## src/verilog/slave_agent_macros.svh

```systemverilog
/*
 * slave agent configuration
 * widths of the fabric packet fields, the depths of the two internal
 * FIFOs and the depth of the registered read-return path
 */
`ifndef SLAVE_AGENT_MACROS_SVH
`define SLAVE_AGENT_MACROS_SVH

// byte address carried in the command packet and driven to the slave
`define SA_ADDR_W 16
// slave data bus width
`define SA_DATA_W 32
// one byteenable bit per byte lane of the data bus
`define SA_BE_W 4
// fabric source and destination id width
`define SA_ID_W 3

// pending-command FIFO, bounds the number of outstanding responses
`define SA_PEND_DEPTH 4
// read-data FIFO, kept equal to the pending depth so it can never overflow
`define SA_RDATA_DEPTH 4
// registered stages between the slave read data and the read-data FIFO
`define SA_RETURN_STAGES 2

`endif

```

## src/verilog/slave_agent_pkg.sv

```systemverilog
/*
 * slave agent types
 * opcodes, response status and the packed structs that carry command
 * packets, pending-command entries, returned read data and response
 * packets between the blocks of the agent
 */
`include "slave_agent_macros.svh"

package slave_agent_pkg;

   // --------------------------------------------------
   // encodings
   // --------------------------------------------------

   // command opcode, the fourth code is unused and ignored by the agent
   typedef enum logic [1:0] {
      OP_READ         = 2'd0,
      OP_WRITE_POSTED = 2'd1,
      OP_WRITE_NP     = 2'd2
   } trans_op_e;

   // response status as returned by the slave and sent back to the fabric
   typedef enum logic [1:0] {
      RS_OKAY     = 2'd0,
      RS_RESERVED = 2'd1,
      RS_SLVERR   = 2'd2,
      RS_DECERR   = 2'd3
   } resp_status_e;

   // --------------------------------------------------
   // packets and entries
   // --------------------------------------------------

   // single-beat command packet from the fabric
   typedef struct packed {
      trans_op_e              op;
      logic [`SA_ADDR_W-1:0]  address;
      logic [`SA_BE_W-1:0]    byteenable;
      logic [`SA_DATA_W-1:0]  writedata;
      logic [`SA_ID_W-1:0]    src_id;
      logic [`SA_ID_W-1:0]    dest_id;
      logic                   debugaccess;
   } cmd_pkt_t;

   // what has to be remembered about a command until its response leaves
   typedef struct packed {
      trans_op_e              op;
      logic [`SA_BE_W-1:0]    byteenable;
      logic [`SA_ADDR_W-1:0]  address;
      logic [`SA_ID_W-1:0]    src_id;
      logic [`SA_ID_W-1:0]    dest_id;
      // response is made locally, no read data will come back for it
      logic                   synth;
   } pend_entry_t;

   // read data and status returned by the slave
   typedef struct packed {
      resp_status_e           status;
      logic [`SA_DATA_W-1:0]  data;
   } rdata_t;

   // response packet towards the fabric
   typedef struct packed {
      trans_op_e              op;
      logic [`SA_ADDR_W-1:0]  address;
      logic [`SA_BE_W-1:0]    byteenable;
      logic [`SA_ID_W-1:0]    src_id;
      logic [`SA_ID_W-1:0]    dest_id;
      resp_status_e           status;
      logic [`SA_DATA_W-1:0]  data;
   } resp_pkt_t;

   // command outputs of the memory-mapped slave port
   typedef struct packed {
      logic [`SA_ADDR_W-1:0]  address;
      logic [`SA_BE_W-1:0]    byteenable;
      logic                   read;
      logic                   write;
      logic [`SA_DATA_W-1:0]  writedata;
      logic                   debugaccess;
   } slave_cmd_t;

endpackage

```

## src/verilog/cmd_translator.sv

```systemverilog
/*
 * command translator
 * turns a fabric command packet into slave-port strobes, suppresses
 * commands with no byte lane enabled and builds the pending-command
 * entry for every command that expects a response
 */
`timescale 1ns/1ps
`include "slave_agent_macros.svh"

module cmd_translator
   import slave_agent_pkg::*;
(
   input  logic        cp_valid,
   input  cmd_pkt_t    cp_data,
   output logic        cp_ready,
   output slave_cmd_t  m0,
   input  logic        m0_waitrequest,
   input  logic        pend_full,
   output logic        pend_push,
   output pend_entry_t pend_entry
);

   // clears the byte-offset bits so the slave only sees full-word addresses
   localparam logic [`SA_ADDR_W-1:0] WORD_MASK = ~(`SA_ADDR_W'(`SA_BE_W - 1));

   logic is_read;
   logic is_write;
   logic needs_resp;
   logic suppress;

   always_comb begin
      is_read    = (cp_data.op == OP_READ);
      is_write   = (cp_data.op == OP_WRITE_POSTED) || (cp_data.op == OP_WRITE_NP);
      needs_resp = is_read || (cp_data.op == OP_WRITE_NP);
      // nothing to do at the slave when no byte lane is enabled
      suppress   = ~|cp_data.byteenable;

      // a suppressed command never waits on the slave, every command waits
      // for room in the pending FIFO
      cp_ready = !pend_full && (!m0_waitrequest || suppress);

      m0.address     = cp_data.address & WORD_MASK;
      m0.byteenable  = cp_data.byteenable;
      m0.writedata   = cp_data.writedata;
      m0.debugaccess = cp_data.debugaccess;
      // strobes are held while waitrequest is high, so with the gating below
      // a slave transfer happens exactly on a cycle with cp_ready high
      m0.read  = cp_valid && is_read && !suppress && !pend_full;
      m0.write = cp_valid && is_write && !suppress && !pend_full;

      // posted writes leave no trace in the pending FIFO
      pend_push             = cp_valid && cp_ready && needs_resp;
      pend_entry.op         = cp_data.op;
      pend_entry.byteenable = cp_data.byteenable;
      pend_entry.address    = cp_data.address;
      pend_entry.src_id     = cp_data.src_id;
      pend_entry.dest_id    = cp_data.dest_id;
      // the slave has no write-response channel, so non-posted writes and
      // suppressed reads are answered by the agent itself
      pend_entry.synth      = (is_read && suppress) || (cp_data.op == OP_WRITE_NP);

      assert (!(m0.read && m0.write))
         else $error("slave read and write strobes asserted together");
   end

endmodule

```

## src/verilog/read_return_pipe.sv

```systemverilog
/*
 * read return pipe
 * delays slave read data, status and valid by a fixed number of
 * register stages, matching the latency of a memory-block read path
 */
`timescale 1ns/1ps
`include "slave_agent_macros.svh"

module read_return_pipe
   import slave_agent_pkg::*;
#(
   parameter int STAGES = `SA_RETURN_STAGES
) (
   input  logic   clk,
   input  logic   reset,
   input  logic   in_valid,
   input  rdata_t in_data,
   output logic   out_valid,
   output rdata_t out_data
);

   logic [STAGES-1:0] vld_q;
   rdata_t            data_q [STAGES];

   // only the valid bits need a known value after reset
   always_ff @(posedge clk or posedge reset) begin
      if (reset) begin
         vld_q <= '0;
      end else begin
         vld_q[0] <= in_valid;
         for (int i = 1; i < STAGES; i++) begin
            vld_q[i] <= vld_q[i-1];
         end
      end
   end

   always_ff @(posedge clk) begin
      data_q[0] <= in_data;
      for (int i = 1; i < STAGES; i++) begin
         data_q[i] <= data_q[i-1];
      end
   end

   assign out_valid = vld_q[STAGES-1];
   assign out_data  = data_q[STAGES-1];

endmodule

```

## src/verilog/agent_fifo.sv

```systemverilog
/*
 * agent FIFO
 * small synchronous circular buffer with a show-ahead head output,
 * used for both the pending commands and the returned read data
 */
`timescale 1ns/1ps

module agent_fifo #(
   parameter int WIDTH = 8,
   parameter int DEPTH = 4
) (
   input  logic             clk,
   input  logic             reset,
   input  logic             push,
   input  logic [WIDTH-1:0] push_data,
   input  logic             pop,
   output logic [WIDTH-1:0] head_data,
   output logic             empty,
   output logic             full
);

   localparam int PTR_W = (DEPTH > 1) ? $clog2(DEPTH) : 1;
   localparam int CNT_W = $clog2(DEPTH + 1);

   logic [WIDTH-1:0] mem [DEPTH];
   logic [PTR_W-1:0] wr_ptr;
   logic [PTR_W-1:0] rd_ptr;
   logic [CNT_W-1:0] count;

   // pointers wrap at DEPTH, which need not be a power of two
   function automatic logic [PTR_W-1:0] bump(input logic [PTR_W-1:0] ptr);
      return (ptr == PTR_W'(DEPTH - 1)) ? '0 : ptr + 1'b1;
   endfunction

   always_ff @(posedge clk or posedge reset) begin
      if (reset) begin
         wr_ptr <= '0;
         rd_ptr <= '0;
         count  <= '0;
      end else begin
         if (push) wr_ptr <= bump(wr_ptr);
         if (pop) rd_ptr <= bump(rd_ptr);
         // count moves only when exactly one side is active
         if (push && !pop) count <= count + 1'b1;
         else if (pop && !push) count <= count - 1'b1;
      end
   end

   always_ff @(posedge clk) begin
      if (push) mem[wr_ptr] <= push_data;
   end

   assign head_data = mem[rd_ptr];
   assign empty     = (count == '0);
   assign full      = (count == CNT_W'(DEPTH));

   no_overflow_a: assert property (@(posedge clk) disable iff (reset) !(push && full))
      else $error("push into a full FIFO");
   no_underflow_a: assert property (@(posedge clk) disable iff (reset) !(pop && empty))
      else $error("pop from an empty FIFO");

endmodule

```

## src/verilog/resp_control.sv

```systemverilog
/*
 * response control
 * pairs the oldest pending command with its read data, or answers it
 * locally, and holds the finished response packet in an output register
 * until the fabric takes it
 */
`timescale 1ns/1ps

module resp_control
   import slave_agent_pkg::*;
(
   input  logic        clk,
   input  logic        reset,
   input  pend_entry_t pend_head,
   input  logic        pend_empty,
   input  rdata_t      rdata_head,
   input  logic        rdata_empty,
   output logic        pend_pop,
   output logic        rdata_pop,
   output logic        rp_valid,
   output resp_pkt_t   rp_data,
   input  logic        rp_ready
);

   logic      resp_done;
   logic      load;
   resp_pkt_t next_pkt;

   // --------------------------------------------------
   // response completion
   // --------------------------------------------------

   // a synthesized response needs nothing more, a real read waits for data
   assign resp_done = !pend_empty && (pend_head.synth || !rdata_empty);

   // the output register takes a new packet when it is empty or being drained
   assign load      = resp_done && (!rp_valid || rp_ready);
   assign pend_pop  = load;
   // synthesized entries have no read-data entry to consume
   assign rdata_pop = load && !pend_head.synth;

   always_comb begin
      next_pkt.op         = pend_head.op;
      next_pkt.address    = pend_head.address;
      next_pkt.byteenable = pend_head.byteenable;
      // the response travels back, so source and destination swap places
      next_pkt.src_id     = pend_head.dest_id;
      next_pkt.dest_id    = pend_head.src_id;
      next_pkt.status     = pend_head.synth ? RS_OKAY : rdata_head.status;
      next_pkt.data       = pend_head.synth ? '0 : rdata_head.data;
   end

   // --------------------------------------------------
   // output stage
   // --------------------------------------------------

   always_ff @(posedge clk or posedge reset) begin
      if (reset) begin
         rp_valid <= 1'b0;
      end else if (load) begin
         rp_valid <= 1'b1;
      end else if (rp_ready) begin
         rp_valid <= 1'b0;
      end
   end

   always_ff @(posedge clk) begin
      if (load) rp_data <= next_pkt;
   end

   // a stalled response must not change or disappear before it is taken
   rp_hold_a: assert property (@(posedge clk) disable iff (reset)
      rp_valid && !rp_ready |=> rp_valid && $stable(rp_data))
      else $error("response packet changed under back-pressure");

endmodule

```

## src/verilog/slave_agent_top.sv

```systemverilog
/*
 * memory-mapped slave agent
 * accepts single-beat fabric commands, drives the slave port and
 * returns one response packet per read and non-posted write, in order
 */
`timescale 1ns/1ps
`include "slave_agent_macros.svh"

module slave_agent_top
   import slave_agent_pkg::*;
(
   input  logic                  clk,
   input  logic                  reset,
   input  logic                  cp_valid,
   input  cmd_pkt_t              cp_data,
   output logic                  cp_ready,
   output slave_cmd_t            m0,
   input  logic                  m0_waitrequest,
   input  logic [`SA_DATA_W-1:0] m0_readdata,
   input  logic                  m0_readdatavalid,
   input  resp_status_e          m0_response,
   output logic                  rp_valid,
   output resp_pkt_t             rp_data,
   input  logic                  rp_ready
);

   pend_entry_t pend_entry;
   pend_entry_t pend_head;
   logic        pend_push;
   logic        pend_pop;
   logic        pend_empty;
   logic        pend_full;

   rdata_t      ret_in;
   rdata_t      ret_data;
   rdata_t      rdata_head;
   logic        ret_valid;
   logic        rdata_pop;
   logic        rdata_empty;

   // --------------------------------------------------
   // command side
   // --------------------------------------------------

   cmd_translator cmd_translator_i (
      .cp_valid       (cp_valid),
      .cp_data        (cp_data),
      .cp_ready       (cp_ready),
      .m0             (m0),
      .m0_waitrequest (m0_waitrequest),
      .pend_full      (pend_full),
      .pend_push      (pend_push),
      .pend_entry     (pend_entry)
   );

   agent_fifo #(.WIDTH($bits(pend_entry_t)), .DEPTH(`SA_PEND_DEPTH)) pend_fifo (
      .clk       (clk),
      .reset     (reset),
      .push      (pend_push),
      .push_data (pend_entry),
      .pop       (pend_pop),
      .head_data (pend_head),
      .empty     (pend_empty),
      .full      (pend_full)
   );

   // --------------------------------------------------
   // read return and response side
   // --------------------------------------------------

   assign ret_in = '{status: m0_response, data: m0_readdata};

   read_return_pipe #(.STAGES(`SA_RETURN_STAGES)) read_return_pipe_i (
      .clk       (clk),
      .reset     (reset),
      .in_valid  (m0_readdatavalid),
      .in_data   (ret_in),
      .out_valid (ret_valid),
      .out_data  (ret_data)
   );

   // never fills, since every entry here belongs to a pending read
   agent_fifo #(.WIDTH($bits(rdata_t)), .DEPTH(`SA_RDATA_DEPTH)) rdata_fifo (
      .clk       (clk),
      .reset     (reset),
      .push      (ret_valid),
      .push_data (ret_data),
      .pop       (rdata_pop),
      .head_data (rdata_head),
      .empty     (rdata_empty),
      .full      ()
   );

   resp_control resp_control_i (
      .clk         (clk),
      .reset       (reset),
      .pend_head   (pend_head),
      .pend_empty  (pend_empty),
      .rdata_head  (rdata_head),
      .rdata_empty (rdata_empty),
      .pend_pop    (pend_pop),
      .rdata_pop   (rdata_pop),
      .rp_valid    (rp_valid),
      .rp_data     (rp_data),
      .rp_ready    (rp_ready)
   );

endmodule

```

## config.mk

```make
export PLATFORM = sky130hd
export DESIGN_NAME = slave_agent_top
export DESIGN_NICKNAME = d
export VERILOG_FILES = /design/src/verilog/slave_agent_pkg.sv /design/src/verilog/cmd_translator.sv /design/src/verilog/read_return_pipe.sv /design/src/verilog/agent_fifo.sv /design/src/verilog/resp_control.sv /design/src/verilog/slave_agent_top.sv
export VERILOG_INCLUDE_DIRS = /design/src /design/src/verilog
export SDC_FILE = /design/constraint.sdc
export NUM_CORES = 1
export LEC_CHECK = 0
export BUFFER_PORTS_ARGS = -buffer_cell sky130_fd_sc_hd__buf_2
export CAP_MARGIN = 0
export CORE_ASPECT_RATIO = 2
export CORE_MARGIN = 2
export CORE_UTILIZATION = 51
export DETAILED_ROUTE_END_ITERATION = 16
export PLACE_DENSITY_LB_ADDON = 0.15
export RECOVER_POWER = 25
export SLEW_MARGIN = 20
export SYNTH_ARGS = -nofsm -noshare
export SYNTH_HDL_FRONTEND = slang
export SYNTH_HIERARCHICAL = 1
export SYNTH_SLANG_ARGS = --single-unit
```

## constraint.sdc

```tcl
create_clock -name clk -period 11.3 [get_ports clk]
set_input_delay 1.13 -clock clk [delete_from_list [all_inputs] [get_ports clk]]
set_output_delay 1.13 -clock clk [all_outputs]
set_load 0.01 [all_outputs]
```

=== Word-level counts from Yosys, hierarchy flattened ===
Memories as Yosys holds them, arrays and structs flattened. A register that Yosys moved wholly into a read port is not among the register bits.
Index checks and enable logic that the tools add are counted.

* Add/subtract/negate cells: 8
* Equality and inequality tests: 7
* Multiplexer cells: 14
* Reductions and logical operators: 41

{| class="wikitable"
|+ Operator list
! kind !! number
|-
| 1-bit logical AND || 17
|-
| 3-bit 2-to-1 mux || 4
|-
| 1-bit zero test || 11
|-
| 2-bit == test (second input constant) || 5
|-
| 2-bit by 1-bit adder with 2-bit output (second input constant) || 4
|-
| 2-bit 2-to-1 mux || 4
|-
| 3-bit by 1-bit adder with 3-bit output (second input constant) || 2
|-
| 3-bit zero test || 2
|-
| 1-bit logical OR || 6
|-
| 1-bit 2-to-1 mux || 6
|-
| 2-bit nonzero test || 3
|-
| 3-bit by 1-bit subtractor with 3-bit output (second input constant) || 2
|-
| 4-bit OR reduction || 1
|-
| 3-bit == test (second input constant) || 1
|-
| 2-bit by 1-bit == test with 1-bit output (second input constant) || 1
|-
| 2-bit zero test || 1
|}

* Register bits after elaboration: 45
* Memory bits (writable): 320
* Bits of input ports: 101
* Output and inout bits: 119
* Memories kept: 3

{| class="wikitable"
|+ Memories
! name !! depth !! bits a word !! rd ports !! clocked after memory_dff !! write ports !! line !! text
|-
| rdata_fifo.mem || 4 || 34 || 1 || 1 || 1 || agent_fifo.sv:25 || <nowiki>logic [WIDTH-1:0] mem [DEPTH];</nowiki>
|-
| pend_fifo.mem || 4 || 29 || 1 || 0 || 1 || agent_fifo.sv:25 ||
|-
| read_return_pipe_i.data_q || 2 || 34 || 2 || 0 || 2 || read_return_pipe.sv:23 || <nowiki>rdata_t data_q [STAGES];</nowiki>
|}

=== Logic depth before layout (Yosys ltp) ===
Gate-level depths: netlist (run 1).

* Depth in word-level cells: 10
* Mapped depth: 11
* Mapped depth without buffers: 10

=== Hierarchy ===
Netlist (run 1), hierarchy kept.

{| class="wikitable"
|+ Modules (own cells, without submodules)
! module !! times used !! cells an instance !! area each (um^2) !! sequential area each (um^2)
|-
| agent_fifo (rdata_fifo) || 1 || 216 || 5,377.7 || 4,259.1
|-
| agent_fifo (pend_fifo) || 1 || 189 || 4,601.9 || 3,658.5
|-
| resp_control || 1 || 106 || 2,170.8 || 1,886.8
|-
| read_return_pipe || 1 || 105 || 1,670.4 || 1,411.4
|-
| cmd_translator || 1 || 95 || 714.4 || 0.0
|}

=== Worst setup path after synthesis (run 1) ===
No wires, ideal clock.

* Path kind: input -> register
* Start: input rp_ready
* End: register pend_fifo.count[1]
* Data arrival time: 7.118 ns
* Data required time: 11.175 ns
* Setup slack: 4.058 ns
* Stages on the path: 7
* Path buffers: 0
* Cells stage by stage: nor2b_1 > nor3_1 > inv_1 > ha_1 > inv_1 > fa_1 > mux2_2

* Word-level cells in the longest chain between the ends: 5

{| class="wikitable"
|+ RTL lines
! item !! line !! text
|-
| from (decl) || slave_agent_top.sv:24 || <nowiki>input logic rp_ready</nowiki>
|-
| 1-bit logical OR * || resp_control.sv:37 || <nowiki>assign load = resp_done && (!rp_valid || rp_ready);</nowiki>
|-
| 1-bit logical AND * || resp_control.sv:37 ||
|-
| via pend_pop || slave_agent_top.sv:30 || <nowiki>logic pend_pop;</nowiki>
|-
| 1-bit zero test || agent_fifo.sv:44 || <nowiki>if (push && !pop) count <= count + 1'b1;</nowiki>
|-
| 1-bit logical AND || agent_fifo.sv:44 ||
|-
| 3-bit 2-to-1 mux / 2-bit nonzero test (equally long branches) || -- ||
|-
| to (signal assigned) || agent_fifo.sv:44 ||
|-
| to (signal assigned) || agent_fifo.sv:45 || <nowiki>else if (pop && !push) count <= count - 1'b1;</nowiki>
|-
| to (decl) || agent_fifo.sv:28 || <nowiki>logic [CNT_W-1:0] count;</nowiki>
|}

Mark *: on every way through the listed nets, which the timed path passes. The rest lies on a longest branch.
A chain may end at the register's enable or synchronous reset.

==> results of run 1 <==
## final cells by class
type                       instances  share of cell area, %
tap                              356                   2.80
clock inverter                    15                   1.14
inverter                          17                  0.401
timing repair buffer             157                   5.01
sequential                       399                   70.4
clock buffer                      46                   6.15
multi-input combinational        163                   14.1
## power groups by stage
stage / Combinational (W) / Clock [W] / Sequential (W)
6_report: 0.000814 / 0.00120 / 0.00206
5_1_grt: 0.000899 / 0.00129 / 0.00210
4_1_cts: 0.000844 / 0.00123 / 0.00207
3_5_place_dp: 0.000842 / 0 / 0.00210
3_3_place_gp: 0.000818 / 0 / 0.00209
2_1_floorplan: 0.000611 / 0 / 0.00208
## state kept, by name, indices dropped and copies added, names as in the netlist
register	count
resp_control_i/rp_valid	1
resp_control_i/rp_data	62
pend_fifo/mem	116
pend_fifo/rd_ptr	2
rdata_fifo/wr_ptr	2
pend_fifo/wr_ptr	2
read_return_pipe_i/vld_q	2
pend_fifo/count	3
read_return_pipe_i/data_q	68
rdata_fifo/rd_ptr	2
rdata_fifo/count	3
rdata_fifo/mem	136
## per-layer routing
layer	routed length (um)	part of all wire, %	up-vias	track usage [%]
met3	994	4.2	35	2.54
met2	13600	58	167	31.2
li1	-	-	2695	-
met1	8210	35	3085	17.2
met5	0	0	-	0
met4	618	2.6	0	5.68
## metrics by stage
stage / total power, W / utilization, % / setup slack (ps)
global placement: 0.00291 / 52.6 / 7370
detailed placement: 0.00294 / 52.6 / 7300
global route: 0.00428 / 56.7 / 7340
floorplan: 0.00269 / - / 4060
finish: 0.00407 / 56.7 / 7780
CTS: 0.00415 / 56.7 / 7260
## worst min path at each step
| stage | start | to | slack [ps] | cells after the start |
|---|---|---|---|---|
| floorplan | read_return_pipe_i/data_q[0][0]$_DFF_P_ | read_return_pipe_i/data_q[0][34]$_DFF_P_ | 310 | 0 |
| global placement | read_return_pipe_i/data_q[0][0]$_DFF_P_ | read_return_pipe_i/data_q[0][34]$_DFF_P_ | 310 | 0 |
| detailed placement | read_return_pipe_i/data_q[0][6]$_DFF_P_ | read_return_pipe_i/data_q[0][40]$_DFF_P_ | 310 | 0 |
| CTS | read_return_pipe_i/data_q[0][19]$_DFF_P_ | read_return_pipe_i/data_q[0][53]$_DFF_P_ | 330 | 0 |
| global route | read_return_pipe_i/data_q[0][29]$_DFF_P_ | read_return_pipe_i/data_q[0][63]$_DFF_P_ | 330 | 0 |
| finish | read_return_pipe_i/data_q[0][5]$_DFF_P_ | read_return_pipe_i/data_q[0][39]$_DFF_P_ | 330 | 0 |
==> results.py, run 1 <==
metrics = {
    "route": {
        "vias_per_cell": 5.19,
        "route.detailed.drc": 0,
        "routedWlPerCell_um": 20.4,
        "first_iter_violations": 363,
        "drt-total-wl_um": 23500,
        "dr.pass1.iters": 4,
        "ant_nets": 0,
        "vias": 5982,
    },
    "power_and_ir_drop": {
        "p_seq_share_pct": 50.7,
        "power.leakage_nw": 5.71,
        "p_sw_share_pct": 26.1,
        "power_density_nw_per_um2": 256,
        "p_int_w": 0.00301,
        "pwr-share-clk_pct": 29.4,
        "power.net_switching_w": 0.00106,
        "p_comb_share_pct": 20.0,
        "ir_drop_v": 0.000133,
    },
    "floorplan": {
        "fp.dieW_um": 123,
        "num_rows": 87,
        "die_h_um": 243,
        "initial_core_util_pct": 51.7,
        "ios": 220,
        "dieArea_um2": 29900,
        "core_area_um2": 28100,
    },
    "final_layout": {
        "regArea_um2": 11200,
        "multi_input_area_um2": 2240,
        "nets": 889,
        "final_cell_area_um2": 15900,
        "drive_gt1_share_pct": 35.1,
        "area_delta_synth_final_pct": 9.65,
        "fillCellCount": 2136,
        "final_cell_mix": "edfxtp_1 (314), buf_2 (149), dfxtp_1 (68)",
        "final_common_cell": "edfxtp_1",
        "fin_cells": 1153,
        "antenna_cells": 0,
    },
    "setup_path": {
        "critPathArrivalTime_ps": 3960,
        "crit_fanout": 36,
        "worstSetupPathType": "register to register",
        "critical_path.endpoint": "pend_fifo/count[2]$_DFFE_PP0P_",
        "regToRegSetupSlack_ps": 7780,
        "max_stage_delay_ps": 980,
        "rr_worst_depth": 10,
        "cp_slowest_cell": "mux4_2",
        "r2r_start": "pend_fifo/rd_ptr[0]$_DFFE_PP0P_",
        "critPathRequiredTime_ps": 11740,
        "crit_start": "pend_fifo/rd_ptr[0]$_DFFE_PP0P_",
        "r2r_end": "pend_fifo/count[2]$_DFFE_PP0P_",
        "cp-end-kind": "register",
        "cp.depth": 10,
        "critPathTopFamily": "multiplexers",
        "crit_buf_inv": 2,
        "cp_cell_sequence": "mux4_2 -> nor2b_1 -> nor3_2 -> inv_1 -> ha_1 -> inv_1 -> fa_1 -> xor2_1 -> nor2_1 -> xor2_1",
        "crit_path_start_kind": "register",
    },
    "sta": {
        "rsz0062_at_grt": "false",
        "fin_crit_sh_pct": 31.1,
        "max_freq_mhz": 284,
        "final-hold-violation-count": 0,
        "maxSlewViolCount": 0,
        "skew_ps": 24.0,
        "tightest_slew_ps": 1000,
        "slew_headroom_pct": 33.3,
        "setup_tns_ps": 0,
        "holdWs_ps": 326,
        "setup_viol": 0,
        "fin_crit_ps": 3520,
    },
    "clocking": {
        "postCtsSetupRepairBufs": 0,
        "cts_buffer_depth": 3,
        "clock_latency_ps": 510,
        "cts.sinks": 399,
        "cts_tree": "built",
        "cts_root_buf": "clkbuf_16",
        "hold_buffers": 0,
        "cts.repair.resized": 0,
        "clkTransAtPathRegs_ps": 70,
        "cts_max_level": 2,
        "cts_buffers": 34,
    },
    "placement": {
        "hpwl_um": 14300,
        "dpl_cell_area_um2": 14800,
        "place.gp.congestion": 0.690,
        "dp_cells": 1092,
        "portBuffers": 151,
    },
    "global_routing": {
        "grt_start_max_net_pins": 64,
        "grt_overflow": 0,
        "grt_use_total_pct": 16.2,
        "grt_first_pass_wirelength_um": 36300,
        "grt_pass1_vias": 6579,
        "grt_antenna_before_repair": 0,
    },
    "yosys": {
        "postSynthAreaPerCell_um2": 20.5,
        "syn_area_um2": 14500,
        "ys_warn_count": 6,
        "synthesis.instances": 710,
    },
    "min_path": {
        "min_path_type": "register to register",
    },
    "run": {
        "max_cap_violations": 0,
    },
    "status": {
        "status": "finished, final reports clean",
    },
}
(Power assumes the default switching activity.)
==> run 2, diff against run 1 <==
==> constraint.sdc (replaced) <==
create_clock -name clk -period 2.85 [get_ports clk]
set_input_delay 0.285 -clock clk [delete_from_list [all_inputs] [get_ports clk]]
set_output_delay 0.285 -clock clk [all_outputs]
set_load 0.01 [all_outputs]
==> results.py, run 2 (synthesis results as in run 1) <==
metrics = {
    "status": {
        "status": "finished, final reports clean",
    },
    "clocking": {
        "cts_tree": "built",
        "cts_buffer_depth": 3,
        "cts.sinks": 399,
        "clock_latency_ps": 510,
        "postCtsSetupRepairBufs": 0,
        "cts_root_buf": "clkbuf_16",
        "cts_max_level": 2,
        "cts_buffers": 35,
        "clkTransAtPathRegs_ps": 60,
    },
    "floorplan": {
        "dieArea_um2": 29900,
        "die_h_um": 243,
        "ios": 220,
        "initial_core_util_pct": 51.7,
        "fp.dieW_um": 123,
        "core_area_um2": 28100,
        "num_rows": 87,
    },
    "sta": {
        "rsz0062_at_grt": "false",
        "fin_crit_ps": 2530,
        "max_freq_mhz": 395,
        "maxSlewViolCount": 0,
        "tightest_slew_ps": 948,
        "setup_tns_ps": 0,
        "skew_ps": 18.2,
        "setup_viol": 0,
        "holdWs_ps": 88.7,
        "slew_headroom_pct": 36.8,
        "final-hold-violation-count": 0,
        "fin_crit_sh_pct": 88.9,
    },
    "final_layout": {
        "area_delta_synth_final_pct": 14.3,
        "largest-register": "rdata_fifo/mem",
        "largest_register_ffs": 136,
        "utilization_pct": 59.1,
        "final_cell_mix": "edfxtp_1 (314), buf_2 (135), dfxtp_1 (68)",
        "fillCellCount": 2082,
        "final_common_cell": "edfxtp_1",
        "antenna_cells": 0,
        "drive_gt1_share_pct": 32.9,
        "reg_top3": "rdata_fifo/mem (136), pend_fifo/mem (116), read_return_pipe_i/data_q (68)",
        "nets": 955,
    },
    "route": {
        "ant_nets": 0,
        "vias": 6254,
        "routedWlPerCell_um": 19.5,
        "vias_per_cell": 5.13,
        "route.detailed.drc": 0,
        "first_iter_violations": 299,
        "drt-total-wl_um": 23800,
        "dr.pass1.iters": 4,
    },
    "setup_path": {
        "critPathRequiredTime_ps": 3240,
        "crit_path_frequent_cell": "inv_1",
        "critPathArrivalTime_ps": 2920,
        "crit_fanout": 4,
        "worstSetupPathType": "register to register",
        "rr_worst_depth": 7,
        "cp-end-kind": "register",
        "cp_cell_sequence": "mux4_2 -> nor4_4 -> inv_1 -> ha_1 -> inv_1 -> fa_1 -> mux2_2",
        "cp_slowest_cell": "mux4_2",
        "max_stage_delay_ps": 590,
        "crit_path_start_kind": "register",
    },
    "power_and_ir_drop": {
        "total_power_w": 0.0164,
        "power_density_nw_per_um2": 989,
        "ir_drop_v": 0.000627,
        "power.leakage_nw": 5.97,
    },
    "global_routing": {
        "grt_antenna_before_repair": 0,
        "grt_first_pass_wirelength_um": 37400,
        "grt_overflow": 0,
        "grt_use_total_pct": 16.5,
        "grt_start_max_net_pins": 64,
        "grt_pass1_vias": 6987,
    },
    "placement": {
        "hpwl_um": 14700,
        "place.gp.congestion": 0.733,
        "portBuffers": 151,
    },
    "min_path": {
        "min_path_type": "input pin to register",
        "worst_hold_path.num_cells": 1,
    },
    "run": {
        "max_cap_violations": 0,
    },
}
## run 2: cell count changes in the layout (fill, tap and decap cells not counted), sizes merged, moves of 2 or more
cell	change
clkinvlp	+2
clkinv	-2
buf	+2
dlygate4sd3	+49
clkbuf	+14
## run 2: layout make-up
type	count	area [um^2]	area share, %
repair buffers	222	1430	8.60
clock inverters	17	230	1.39
clock buffers	46	968	5.83
inverters	17	63.8	0.384
well taps	356	445	2.68
flip-flops and latches	399	11200	67.5
multi-input cells	163	2250	13.6
## run 2: per-layer routing
metal	wire length (um)	share of wire (%)	track usage [%]	vias up
met3	1030	4.3	2.61	43
met1	8500	36	17.7	3199
met4	537	2.3	5.41	0
met2	13700	58	31.8	175
met5	0	0	0	-
li1	-	-	-	2837
## run 2: where the power goes
part | internal, W | leakage [nW] | switching, W
registers | 0.00758 | 3.68 | 0.000418
clock network | 0.00287 | 0.577 | 0.00195
logic | 0.00170 | 1.72 | 0.00190
total | 0.0122 | 5.97 | 0.00427
## run 2: per-stage QoR
step	worst slack (ps)	cell area (um^2)	cells
6_report	317	16600	1220
5_1_grt	170	16600	1220
4_1_cts	324	16600	1220
3_5_place_dp	185	14900	1108
3_3_place_gp	258	14900	1108
2_1_floorplan	-1110	14600	711
## run 2: repair_timing
item                      in CTS  in global routing
hold buffers                  49                  0
hold endpoints to repair     104                  0
resized for setup              0                  0
## run 2: final timing paths
check / from / end / slack (ps)
min in group asynchronous: reset / resp_control_i/rp_valid$_DFFE_PP0P_ / 250
max in group asynchronous: reset / pend_fifo/rd_ptr[0]$_DFFE_PP0P_ / 2220
setup / recovery: pend_fifo/rd_ptr[0]$_DFFE_PP0P_ / rdata_fifo/count[1]$_DFFE_PP0P_ / 320
hold reg to reg: read_return_pipe_i/data_q[0][8]$_DFF_P_ / read_return_pipe_i/data_q[0][42]$_DFF_P_ / 320
setup reg to reg: pend_fifo/rd_ptr[0]$_DFFE_PP0P_ / rdata_fifo/count[1]$_DFFE_PP0P_ / 320
hold / removal: cp_data[51] / pend_fifo/mem[0][15]$_DFFE_PP_ / 90
## run 2: critical path, delay by kind of cell, from the launching register on
family        cells  cell delay (ps)
mux               2              860
flops             1              370
simple gates      1              360
buf+inv           2              190
fa+ha+maj         2              630
